**config.mk**
```make
export PLATFORM = sky130hd
export DESIGN_NAME = codec_ctrl_top
export DESIGN_NICKNAME = d
export VERILOG_FILES = /design/src/codec_reg_pkg.sv /design/src/wb_bus_pkg.sv /design/src/codec_ctrl_top.sv /design/src/codec_init_seq.sv /design/src/codec_spi_master.sv /design/src/codec_wb_slave.sv
export SDC_FILE = /design/constraint.sdc
export NUM_CORES = 1
export LEC_CHECK = 0
export BUFFER_PORTS_ARGS = -buffer_cell sky130_fd_sc_hd__buf_2
export CAP_MARGIN = 25
export CORE_UTILIZATION = 55
export CTS_CLUSTER_SIZE = 40
export DETAILED_ROUTE_END_ITERATION = 7
export PLACE_DENSITY = 0.94
export SYNTH_ARGS = -nofsm -noshare
export SYNTH_HDL_FRONTEND = slang
export SYNTH_SLANG_ARGS = --single-unit
export TNS_END_PERCENT = 1
```
**constraint.sdc**
```tcl
create_clock -name clk -period 4.25 [get_ports clk]
set_input_delay 0.6375 -clock clk [delete_from_list [all_inputs] [get_ports clk]]
set_output_delay 0.6375 -clock clk [all_outputs]
set_load 0.05 [all_outputs]
```
**src/codec_reg_pkg.sv**
```systemverilog
// Codec register map: serial frame layout, init table profiles and RX PGA gain coding
package codec_reg_pkg;

    localparam int INIT_LEN = 20;                   // Init table spans 0x00 to 0x13

    localparam logic [4:0] REG_RX_GAIN = 5'h09;     // RX PGA gain register
    localparam logic [4:0] REG_TX_GAIN = 5'h0a;     // TX gain register

    // One serial frame, shifted out MSB first
    typedef struct packed {
        logic [2:0] hdr;                            // Read flag and width, zero for writes
        logic [4:0] addr;                           // Codec register address
        logic [7:0] data;                           // Register value
    } codec_frame_t;

    typedef struct packed {
        logic       wr_en;                          // Entry is sent during init
        logic [7:0] value;
    } init_entry_t;

    typedef init_entry_t [INIT_LEN-1:0] init_table_t;   // Index equals register address

    typedef enum logic [1:0] {
        PROF_REGULAR,                               // Interpolating TX, RX filter on
        PROF_NO_INTERP,                             // No interpolation, no clock divide
        PROF_2X_OSC,                                // Oscillator multiplied by two
        PROF_NO_IAMP                                // IAMP off, RX filter off
    } init_profile_e;

    // Write frame for a register
    function automatic codec_frame_t codec_frame(input logic [4:0] addr,
                                                 input logic [7:0] data);
        codec_frame_t f;
        f.hdr  = 3'b000;
        f.addr = addr;
        f.data = data;
        return f;
    endfunction

    function automatic init_table_t init_table(input init_profile_e prof);
        init_table_t t;
        t = '0;                                     // Disabled unless listed below
        case (prof)
            PROF_REGULAR: begin
                t[5'h07] = '{1'b1, 8'h21};          // DC offset cal, RX filter on
                t[5'h08] = '{1'b1, 8'h4b};          // RX filter corner
                t[5'h0b] = '{1'b1, 8'h20};          // RX gain on PGA only
                t[5'h0c] = '{1'b1, 8'h41};          // TX twos complement, interpolation
                t[5'h0d] = '{1'b1, 8'h01};          // RX twos complement
                t[5'h11] = '{1'b1, 8'h00};          // TX gain select
            end
            PROF_NO_INTERP: begin
                t[5'h00] = '{1'b1, 8'h80};          // Four wire serial port
                t[5'h04] = '{1'b1, 8'h00};          // No oscillator multiply
                t[5'h06] = '{1'b1, 8'h00};          // No FPGA clock divide
                t[5'h07] = '{1'b1, 8'h21};
                t[5'h08] = '{1'b1, 8'h4b};
                t[5'h0b] = '{1'b1, 8'h20};
                t[5'h0c] = '{1'b1, 8'h81};          // Interpolation bypassed
                t[5'h0d] = '{1'b1, 8'h01};
                t[5'h11] = '{1'b1, 8'h00};
            end
            PROF_2X_OSC: begin
                t[5'h00] = '{1'b1, 8'h80};
                t[5'h04] = '{1'b1, 8'h16};          // Oscillator times two
                t[5'h07] = '{1'b1, 8'h21};
                t[5'h08] = '{1'b1, 8'h4b};
                t[5'h0b] = '{1'b1, 8'h20};
                t[5'h0c] = '{1'b1, 8'h41};
                t[5'h0d] = '{1'b1, 8'h01};
                t[5'h11] = '{1'b1, 8'h00};
            end
            default: begin                          // PROF_NO_IAMP
                t[5'h05] = '{1'b1, 8'h01};
                t[5'h07] = '{1'b1, 8'h20};          // DC offset cal, RX filter off
                t[5'h0b] = '{1'b1, 8'h00};          // No PGA gain
                t[5'h0c] = '{1'b1, 8'h43};
                t[5'h0d] = '{1'b1, 8'h03};
                t[5'h0e] = '{1'b1, 8'h81};          // IAMP disabled
                t[5'h10] = '{1'b1, 8'h80};
                t[5'h11] = '{1'b1, 8'h00};
                t[5'h12] = '{1'b1, 8'h00};
            end
        endcase
        return t;
    endfunction

    // Bus gain to PGA code, bit 6 selects direct coding
    function automatic logic [5:0] rx_gain_code(input logic [6:0] gain);
        logic [5:0] code;
        if (gain[6]) begin
            code = gain[5:0];
        end else if (gain[5]) begin
            code = ~gain[5:0];                      // Upper half folds back
        end else begin
            code = {1'b1, gain[4:0]};
        end
        return code;
    endfunction

endpackage

```
**src/wb_bus_pkg.sv**
```systemverilog
// Wishbone bus definitions: request bundle, slave address map and generic write key
package wb_bus_pkg;

    localparam int WB_ADR_W = 6;                    // Word address bits
    localparam int WB_DAT_W = 32;

    // Master to slave signals of one Wishbone request
    typedef struct packed {
        logic                cyc;                   // Bus cycle in progress
        logic                stb;                   // Request strobe
        logic                we;                    // Write when high
        logic [WB_ADR_W-1:0] adr;
        logic [WB_DAT_W-1:0] dat;
    } wb_req_t;

    // TX gain in dat[31:28]
    localparam logic [WB_ADR_W-1:0] WB_ADR_TX_GAIN = 6'h09;

    // RX gain in dat[6:0]
    localparam logic [WB_ADR_W-1:0] WB_ADR_RX_GAIN = 6'h0a;

    // Key in dat[31:24], register in dat[20:16], value in dat[7:0]
    localparam logic [WB_ADR_W-1:0] WB_ADR_CODEC = 6'h3b;

    localparam logic [7:0] CODEC_WR_KEY = 8'h06;    // Guards generic codec writes

endpackage

```
**src/codec_ctrl_top.sv**
```systemverilog
// Codec control top: Wishbone slave, init sequencer and serial master
`timescale 1ns/1ps

module codec_ctrl_top #(
    parameter codec_reg_pkg::init_profile_e INIT_PROFILE = codec_reg_pkg::PROF_NO_IAMP,
    parameter int                           SCLK_HALF    = 2
) (
    input  logic                            clk,
    input  logic                            rst,
    input  wb_bus_pkg::wb_req_t             wb_i,
    output logic [wb_bus_pkg::WB_DAT_W-1:0] wb_dat_o,
    output logic                            ack_o,
    output logic                            sclk_o,
    output logic                            sdio_o,
    input  logic                            sdo_i,
    output logic                            sen_n_o,
    output logic [7:0]                      dataout_o,
    output logic                            init_done_o
);

    logic                        cmd_valid;         // Bus command strobe
    codec_reg_pkg::codec_frame_t cmd_frame;
    logic                        path_busy;         // Holds off bus acks
    logic                        spi_start;
    codec_reg_pkg::codec_frame_t spi_frame;
    logic                        spi_busy;

    codec_wb_slave i_wb_slave (
        .clk         (clk),
        .rst         (rst),
        .wb_i        (wb_i),
        .wb_dat_o    (wb_dat_o),
        .ack_o       (ack_o),
        .path_busy_i (path_busy),
        .cmd_valid_o (cmd_valid),
        .cmd_frame_o (cmd_frame)
    );

    codec_init_seq #(
        .INIT_PROFILE (INIT_PROFILE)
    ) i_init_seq (
        .clk         (clk),
        .rst         (rst),
        .cmd_valid_i (cmd_valid),
        .cmd_frame_i (cmd_frame),
        .spi_busy_i  (spi_busy),
        .start_o     (spi_start),
        .frame_o     (spi_frame),
        .path_busy_o (path_busy),
        .init_done_o (init_done_o)
    );

    codec_spi_master #(
        .SCLK_HALF (SCLK_HALF)
    ) i_spi_master (
        .clk       (clk),
        .rst       (rst),
        .start_i   (spi_start),
        .frame_i   (spi_frame),
        .sdo_i     (sdo_i),
        .sclk_o    (sclk_o),
        .sdio_o    (sdio_o),
        .sen_n_o   (sen_n_o),
        .busy_o    (spi_busy),
        .dataout_o (dataout_o)
    );

endmodule

```
**src/codec_init_seq.sv**
```systemverilog
// Codec init sequencer: sends the enabled init table entries, then forwards bus commands
`timescale 1ns/1ps

module codec_init_seq #(
    parameter codec_reg_pkg::init_profile_e INIT_PROFILE = codec_reg_pkg::PROF_NO_IAMP
) (
    input  logic                        clk,
    input  logic                        rst,
    input  logic                        cmd_valid_i,
    input  codec_reg_pkg::codec_frame_t cmd_frame_i,
    input  logic                        spi_busy_i,
    output logic                        start_o,
    output codec_reg_pkg::codec_frame_t frame_o,
    output logic                        path_busy_o,
    output logic                        init_done_o
);

    localparam codec_reg_pkg::init_table_t TABLE = codec_reg_pkg::init_table(INIT_PROFILE);
    localparam logic [4:0] LAST = 5'(codec_reg_pkg::INIT_LEN - 1);

    logic [4:0]                 ptr;                // Table entry, also register address
    logic                       init_done_q;
    logic                       guard_q;            // Start issued last cycle
    logic                       master_free;
    logic                       init_step;
    codec_reg_pkg::init_entry_t entry;

    assign entry = TABLE[ptr];

    // Busy from the master lags start by one cycle, guard covers it
    assign master_free = !spi_busy_i && !guard_q;

    // Disabled entries skip in one cycle, enabled ones wait for the master
    assign init_step = !init_done_q && (!entry.wr_en || master_free);

    always_comb begin
        if (init_done_q) begin
            start_o = cmd_valid_i;                  // Bus command straight through
            frame_o = cmd_frame_i;
        end else begin
            start_o = entry.wr_en && master_free;
            frame_o = codec_reg_pkg::codec_frame(ptr, entry.value);
        end
    end

    always_ff @(posedge clk) begin
        if (rst) begin
            ptr         <= 5'd0;
            init_done_q <= 1'b0;
            guard_q     <= 1'b0;
        end else begin
            guard_q <= start_o;
            if (init_step) begin
                if (ptr == LAST) begin
                    init_done_q <= 1'b1;            // Table finished
                end else begin
                    ptr <= ptr + 5'd1;
                end
            end
        end
    end

    assign path_busy_o = !init_done_q || spi_busy_i || guard_q;
    assign init_done_o = init_done_q;

    // Bus slave only commits commands on a free path
    a_cmd_when_free: assert property (@(posedge clk) disable iff (rst)
        cmd_valid_i |-> !path_busy_o);

endmodule

```
**src/codec_spi_master.sv**
```systemverilog
// Codec serial master: shifts 16-bit frames out on sdio and captures sdo
`timescale 1ns/1ps

module codec_spi_master #(
    parameter int SCLK_HALF = 2                     // Clocks per sclk half period
) (
    input  logic                        clk,
    input  logic                        rst,
    input  logic                        start_i,
    input  codec_reg_pkg::codec_frame_t frame_i,
    input  logic                        sdo_i,
    output logic                        sclk_o,
    output logic                        sdio_o,
    output logic                        sen_n_o,
    output logic                        busy_o,
    output logic [7:0]                  dataout_o
);

    localparam int DIV_W = (SCLK_HALF > 1) ? $clog2(SCLK_HALF) : 1;
    localparam logic [DIV_W-1:0] DIV_LAST = DIV_W'(SCLK_HALF - 1);

    typedef enum logic [1:0] {
        IDLE,                                       // Enable high, waiting for start
        LOW,                                        // First half of a bit, sclk low
        HIGH                                        // Second half, sclk high
    } state_e;

    state_e           state;
    logic [DIV_W-1:0] div_cnt;                      // Clocks into the half period
    logic [3:0]       bit_cnt;                      // Bits left after this one
    logic [15:0]      shift_q;                      // Out at MSB, sdo in at LSB
    logic             sclk_q;
    logic             sen_n_q;
    logic             half_end;

    assign half_end = (div_cnt == DIV_LAST);

    always_ff @(posedge clk) begin
        if (rst) begin
            state   <= IDLE;
            div_cnt <= '0;
            bit_cnt <= 4'd0;
            sclk_q  <= 1'b0;
            sen_n_q <= 1'b1;
        end else begin
            div_cnt <= (state == IDLE || half_end) ? '0 : div_cnt + 1'b1;
            case (state)
                IDLE: begin
                    if (start_i) begin
                        state   <= LOW;
                        sen_n_q <= 1'b0;            // Enable low on the next clock
                        bit_cnt <= 4'd15;
                    end
                end
                LOW: begin
                    if (half_end) begin
                        state  <= HIGH;
                        sclk_q <= 1'b1;             // Rise mid bit
                    end
                end
                HIGH: begin
                    if (half_end) begin
                        sclk_q <= 1'b0;
                        if (bit_cnt == 4'd0) begin
                            state   <= IDLE;
                            sen_n_q <= 1'b1;        // Frame done
                        end else begin
                            state   <= LOW;
                            bit_cnt <= bit_cnt - 4'd1;
                        end
                    end
                end
                default: begin
                    state <= IDLE;
                end
            endcase
        end
    end

    // Next bit out and sdo in on the sclk fall
    always_ff @(posedge clk) begin
        if (state == IDLE && start_i) begin
            shift_q <= frame_i;
        end else if (state == HIGH && half_end) begin
            shift_q <= {shift_q[14:0], sdo_i};
        end
    end

    assign sclk_o    = sclk_q;
    assign sen_n_o   = sen_n_q;
    assign sdio_o    = shift_q[15];
    assign busy_o    = (state != IDLE);
    assign dataout_o = shift_q[7:0];                // Last received byte after a frame

    // Clock idles low outside a frame
    a_sclk_idle_low: assert property (@(posedge clk) disable iff (rst)
        sen_n_o |-> !sclk_o);

endmodule

```
**src/codec_wb_slave.sv**
```systemverilog
// Codec bus slave: turns Wishbone gain and register writes into serial frame commands
`timescale 1ns/1ps

module codec_wb_slave (
    input  logic                            clk,
    input  logic                            rst,
    input  wb_bus_pkg::wb_req_t             wb_i,
    output logic [wb_bus_pkg::WB_DAT_W-1:0] wb_dat_o,
    output logic                            ack_o,
    input  logic                            path_busy_i,
    output logic                            cmd_valid_o,
    output codec_reg_pkg::codec_frame_t     cmd_frame_o
);

    typedef enum logic {
        IDLE,                                       // Waiting for a request
        ACK                                         // Ack and command strobe
    } state_e;

    state_e                      state;
    logic [3:0]                  tx_gain;           // Last TX gain sent
    logic [3:0]                  tx_gain_nxt;
    logic [6:0]                  rx_gain;           // Last RX gain sent
    logic [6:0]                  rx_gain_nxt;
    logic                        accept;
    logic                        dec_valid;         // Accepted request needs a frame
    codec_reg_pkg::codec_frame_t dec_frame;
    logic                        cmd_pend;
    codec_reg_pkg::codec_frame_t cmd_frame_q;

    // Stall by holding off the ack while the serial path is busy
    assign accept = (state == IDLE) && wb_i.cyc && wb_i.stb && !path_busy_i;

    always_comb begin
        tx_gain_nxt = tx_gain;
        rx_gain_nxt = rx_gain;
        dec_valid   = 1'b0;
        dec_frame   = codec_reg_pkg::codec_frame(wb_i.dat[20:16], wb_i.dat[7:0]);
        if (wb_i.we) begin                          // Reads only get an ack
            case (wb_i.adr)
                wb_bus_pkg::WB_ADR_TX_GAIN: begin
                    tx_gain_nxt = wb_i.dat[31:28];
                    dec_valid   = (tx_gain_nxt != tx_gain);     // Only on change
                    dec_frame   = codec_reg_pkg::codec_frame(codec_reg_pkg::REG_TX_GAIN,
                                                             {4'b0100, tx_gain_nxt});
                end
                wb_bus_pkg::WB_ADR_RX_GAIN: begin
                    rx_gain_nxt = wb_i.dat[6:0];
                    dec_valid   = (rx_gain_nxt != rx_gain);
                    dec_frame   = codec_reg_pkg::codec_frame(codec_reg_pkg::REG_RX_GAIN,
                                      {2'b01, codec_reg_pkg::rx_gain_code(rx_gain_nxt)});
                end
                wb_bus_pkg::WB_ADR_CODEC: begin
                    dec_valid = (wb_i.dat[31:24] == wb_bus_pkg::CODEC_WR_KEY);
                end
                default: begin
                    dec_valid = 1'b0;               // Unmapped, ack only
                end
            endcase
        end
    end

    always_ff @(posedge clk) begin
        if (rst) begin
            state    <= IDLE;
            tx_gain  <= 4'h0;
            rx_gain  <= 7'h40;                      // Direct PGA code, zero gain
            cmd_pend <= 1'b0;
        end else begin
            case (state)
                IDLE: begin
                    if (accept) begin
                        state    <= ACK;
                        cmd_pend <= dec_valid;
                        tx_gain  <= tx_gain_nxt;    // Shadows track every write
                        rx_gain  <= rx_gain_nxt;
                    end
                end
                default: begin
                    state    <= IDLE;               // Ack lasts one cycle
                    cmd_pend <= 1'b0;
                end
            endcase
        end
    end

    always_ff @(posedge clk) begin
        if (accept) begin
            cmd_frame_q <= dec_frame;
        end
    end

    assign ack_o       = (state == ACK);
    assign cmd_valid_o = ack_o && cmd_pend;
    assign cmd_frame_o = cmd_frame_q;
    assign wb_dat_o    = '0;                        // No readable registers

    // Command strobe only while the accepted write is still held on the bus
    a_cmd_on_write: assert property (@(posedge clk) disable iff (rst)
        cmd_valid_o |-> wb_i.cyc && wb_i.stb && wb_i.we);

endmodule

```
# Word-level counts from Yosys, hierarchy flattened
# Memories as Yosys holds them, arrays and structs flattened. A register that Yosys moved wholly into a read port is not among the register bits.
# Index checks and enable logic that the tools add are counted.
# totals
regBits,61
rom_bits,288
inputBits,44
out_inout_bits,45
elab_cells,102
mem_count,1
# op_classes
add_sub_neg,3
order_cmp,1
eq_ne,14
mux,30
bitwise_logic,3
n_reduce_logical,34
# memory_table
memory,depth,width,rd,rd_ports_with_merged_regs,wr,line,source
(no name shown),32,9,1,1,0,codec_init_seq.sv:28,assign entry = TABLE[ptr];
# ops
op,n
two-way mux 16 bit,3
case mux 13 bit (2 select lines),1
AND reduction 4 bit,4
two-way mux 13 bit,1
"equality test 6 x 4 -> 1 bit, second input constant",2
two-way mux 4 bit,3
two-way mux 6 bit,2
two-way mux 5 bit,2
logical AND 1 bit,9
two-way mux 1 bit,9
two-way mux 9 bit,1
"equality test 8 x 3 -> 1 bit, second input constant",1
"inequality test 2 x 1 -> 1 bit, second input constant",4
case mux 4 bit (2 select lines),1
nonzero test 2 bit,4
inequality test 7 bit,1
"equality test 6 bit, second input constant",1
"less-than comparator 5 x 6 -> 1 bit, second input constant",1
two-way mux 2 bit,3
NOT 6 bit,1
case mux 2 bit (3 select lines),1
AND reduction 3 bit,2
"adder 5 x 1 -> 5 bit, second input constant",1
"equality test 5 bit, second input constant",1
15 further kinds,26

# Depth between registers and ports, before layout
# logic_depth
ltp_word,8
mapped_depth,8
depth_no_buf,6

# Hierarchy
# From an unflattened synthesis, not the netlist that was laid out.
# unflattened
hier_cells,336
area_unflattened_um2,3641.0
# modules_own_cells
module,n_inst,cells_per_inst,area_each_um2,seq_area_each_um2
codec_wb_slave,1,165,1627.8,650.6
codec_spi_master,1,90,1229.9,660.6
codec_init_seq,1,81,783.3,260.2

# Worst setup path before layout
# No wires, ideal clock.
# synth_timing
path_type,reg2reg
start,"reg i_init_seq.init_done_q, in the netlist i_init_seq.init_done_o"
end,reg i_spi_master.bit_cnt[1]
setup_ns,0.132
arrival_ns,2.291
required_ns,4.118
slack_ns,1.828
stages_incl_launch_ff,5
path_buffers,0
synth_period_minus_slack_ns,2.422
cell_sequence,dfxtp_1 a32oi_1 o21bai_1 and4_1 nor3_1
# synth_between
elab_chain_cells,3
# synth_lines
item,line,source
from (decl),codec_init_seq.sv:22,logic init_done_q;
from (signal assigned),codec_init_seq.sv:49,init_done_q <= 1'b0;
from (signal assigned),codec_init_seq.sv:55,init_done_q <= 1'b1;
two-way mux 1 bit,codec_init_seq.sv:37,if (init_done_q) begin
inequality test 2 x 1 -> 1 bit (no line),n/a,
AND reduction 4 bit (no line),n/a,
to (signal assigned),codec_spi_master.sv:69,bit_cnt <= bit_cnt - 4'd1;
to (decl),codec_spi_master.sv:30,logic [3:0] bit_cnt;
# Every way passes these cells.
# A chain may end at the register's enable or synchronous reset.

==> metrics.md <==
| Metric | Value |
|---|---|
| Status | completed |
| Cell variety after synth | 57 |
| Element type at the critical path end | register |
| Combinational share of power | 14.1% |
| Yosys Warn Count | 0 |
| EDFF count, synth | 29 |
| Critical path type | in2reg |
| Switching pwr | 0.365 mW |
| DRT iter0 DRCs | 246 |
| Area of placed instances | 3480 µm² |
| Residual DRC | 0 |
| First-pass GRT wire length | 10.8 mm |
| Most frequent cells in the layout | 45 x buf_2, 38 x nand2_1, 35 x dfxtp_1 |
| Mapped Cells | 357 |
| Clk slew on worst S/H paths | 0.06 ns |
| Placed cell count | 453 |
| Total Nets Final | 436 |
| Switching share of power | 27.8% |
| Layout cells sized above 1 | 18.5% |
| Arrival time of the worst setup path | 2.54 ns |
| Setup ws final | 1.79 ns |
| Commonest non-fill, non-tap cell in the layout | buf_2 |
| Final hold violation count | 0 |
| Register area | 1570 µm² |
| Max-cap violation count | 0 |
| Chip height | 80.6 µm |
| Sink Count | 64 |
| Worst-margin pin slew | 0.779 ns |
| Starting Density | 57.1% |
| Total number of vias | 2603 |
| Required time of the critical path | 4.33 ns |
| FILL cells | 513 |
| Vias in the first global route | 2360 |
| Clock power share | 34.8% |
| Clock Latency Late Sink | 0.34 ns |
| Tot Pwr | 1.32 mW |
| Worst VDD drop | 0.200 mV |
| Antenna violations before repair | 0 |
| # diodes | 0 |
| Post-Route WL | 6.83 mm |
| Critical path launch point type | input port |
| Clock skew | 0.0126 ns |
| Largest net degree at the start of global routing | 33 |
| Slew HR | 47.5% |
| CTS tree | yes |
| Post-CTS Resized | 0 |
| Port Buf Inserts | 45 |
| CTS Root Cell | clkbuf_8 |
| Layout area overhead | 8.36% |
| Power density over the cells | 357 nW/µm² |
| Setup Total Neg Slack | 0 ns |
| Pre-CTS WS | 1.45 ns |
| Post-DRT Antenna Nets | 0 |
| Design area | 3680 µm² |
| Hold buffers post-CTS | 0 |
| Final Setup Violations | 0 |
| Vias/cell | 5.54 |
| Seq pwr share | 51.2% |
| Worst min path class | reg2reg |
| Htree depth | 3 |
| Fin crit share | 57.9% |
| Num CTS Buffers | 9 |
| Static leakage | 1.44 nW |
| Syn Area/Cell | 9.52 µm² |
| Hold Path Depth | 2 |
| Area of the core | 5960 µm² |
| Placer Congestion | 0.974 |
| RSZ-0062 raised after global routing | false |
| Worst R2R Path Depth | 6 |
| Multi-input logic area | 1560 µm² |
| Clock buffer depth | 2 |
| Max-slew violation count | 0 |
| Die ar. | 6500 µm² |
| Mapped Area | 3400 µm² |
| I/O pin count | 89 |
| CP Max Fanout | 11 |
| P_int | 0.950 mW |
| Post-DP HPWL | 4.82 mm |
| TritonRoute pass-1 iters | 4 |
| Gr usage total | 22.7% |
| Max Freq | 406 MHz |
| # Post-CTS Setup Buffers | 0 |
| Final Instance Count excl. Fillers | 470 |
| Die X | 80.6 µm |
| Synth Register Bits | 64 |
| DR WL/cell | 14.5 µm |
| Row count | 28 |
| Total grt overflow | 0 |
| Post-synth top flop | dfxtp_1 |
| Crit path time final | 2.46 ns |
| Share of flip-flops with an asynchronous set or reset | 0% |
| Seq/Total Area, Yosys | 46.2% |
power groups by stage:
stage	Sequential (mW)	Combinational [mW]	Clock, mW
after CTS	0.673	0.183	0.463
after global placement	0.685	0.178	0
after detailed placement	0.686	0.183	0
after floorplan	0.691	0.160	0
final	0.673	0.185	0.457
after global routing	0.675	0.200	0.493
sequential cells by signal (all words and copies together) (netlist names), 2 cells and up:
name / count
i_init_seq.entry: 6
i_init_seq.ptr: 5
i_spi_master.bit_cnt: 4
i_spi_master.shift_q: 16
i_spi_master.state: 2
i_wb_slave.cmd_frame_o: 13
i_wb_slave.rx_gain: 7
i_wb_slave.tx_gain: 4
cell usage after synthesis (all sizes together), types with 2 or more instances:
cell type / count / area [µm²]
a21oi: 31 / 166
a221o: 2 / 20.0
and2: 9 / 58.8
and3b: 3 / 26.3
and4b: 2 / 20.0
buf: 44 / 317
clkbuf: 13 / 48.8
dfxtp: 35 / 701
edfxtp: 29 / 871
ha: 2 / 25.0
inv: 6 / 22.5
mux2i: 11 / 110
nand2: 38 / 143
nand2b: 4 / 25.0
nand3: 4 / 20.0
nand3b: 2 / 15.0
nand4: 3 / 18.8
nand4b: 3 / 26.3
nor2: 18 / 67.6
nor2b: 7 / 43.8
nor3: 7 / 40.0
nor3b: 4 / 30.0
nor4bb: 2 / 20.0
o21ai: 30 / 150
o31ai: 3 / 22.5
o41ai: 2 / 17.5
or2: 3 / 18.8
or4: 4 / 37.5
xnor2: 5 / 43.8
xor2: 10 / 87.6
cell families (layout without fill, tap and decap cells):
logic type,Yosys count,after routing,share of synthesized area (%)
DFF,64,64,46.2
other,1,32,0.110
AOI/OAI and AO/OA,80,80,14.0
buffers and inverters,63,70,11.4
muxes,12,12,3.57
and+or+nand+nor,120,120,20.0
adders and majority gates,2,2,0.736
xor gates and xnor gates,15,15,3.87
metrics by stage:
stage	util (%)	hold WS [ns]
after floorplan	-	0.445
after global placement	58.5	0.457
after detailed placement	58.5	0.476
after CTS	61.4	0.488
after global routing	61.8	0.515
final	61.8	0.481
worst max-delay path: stages:
cell	delay, ns
buf_2	0.11
nor4b_2	0.42
nand4b_1	0.41
or2_2	0.48
and2_1	0.19
a221o_1	0.30
metal layers:
metal  track usage [%]  vias to the layer above  wire (µm)
li1                  -                     1264          -
met1              28.3                     1215       2920
met2              36.8                      111       3350
met3              5.34                       13        414
met4              11.3                        0        146
met5                 0                        -          0
final timing paths:
check / from / endpoint / slack [ns]
hold reg to reg: i_wb_slave.cmd_pend / i_wb_slave.cmd_pend / 0.48
setup reg to reg: i_init_seq.ptr[0] / i_init_seq.entry[0] / 1.86
hold / removal: i_wb_slave.cmd_pend / i_wb_slave.cmd_pend / 0.48
setup / recovery: wb_i[34] / i_wb_slave.cmd_frame_o[2] / 1.79
layout make-up:
type                       instances  area share [%]
sequential                        64            42.7
multi-input combinational        261            42.2
timing repair buffer              48            7.27
clock buffer                      15            4.52
tap                               75            2.55
inverter                           6           0.612
clock inverter                     1           0.136
No activity file was read; power rests on OpenSTA's default activity.
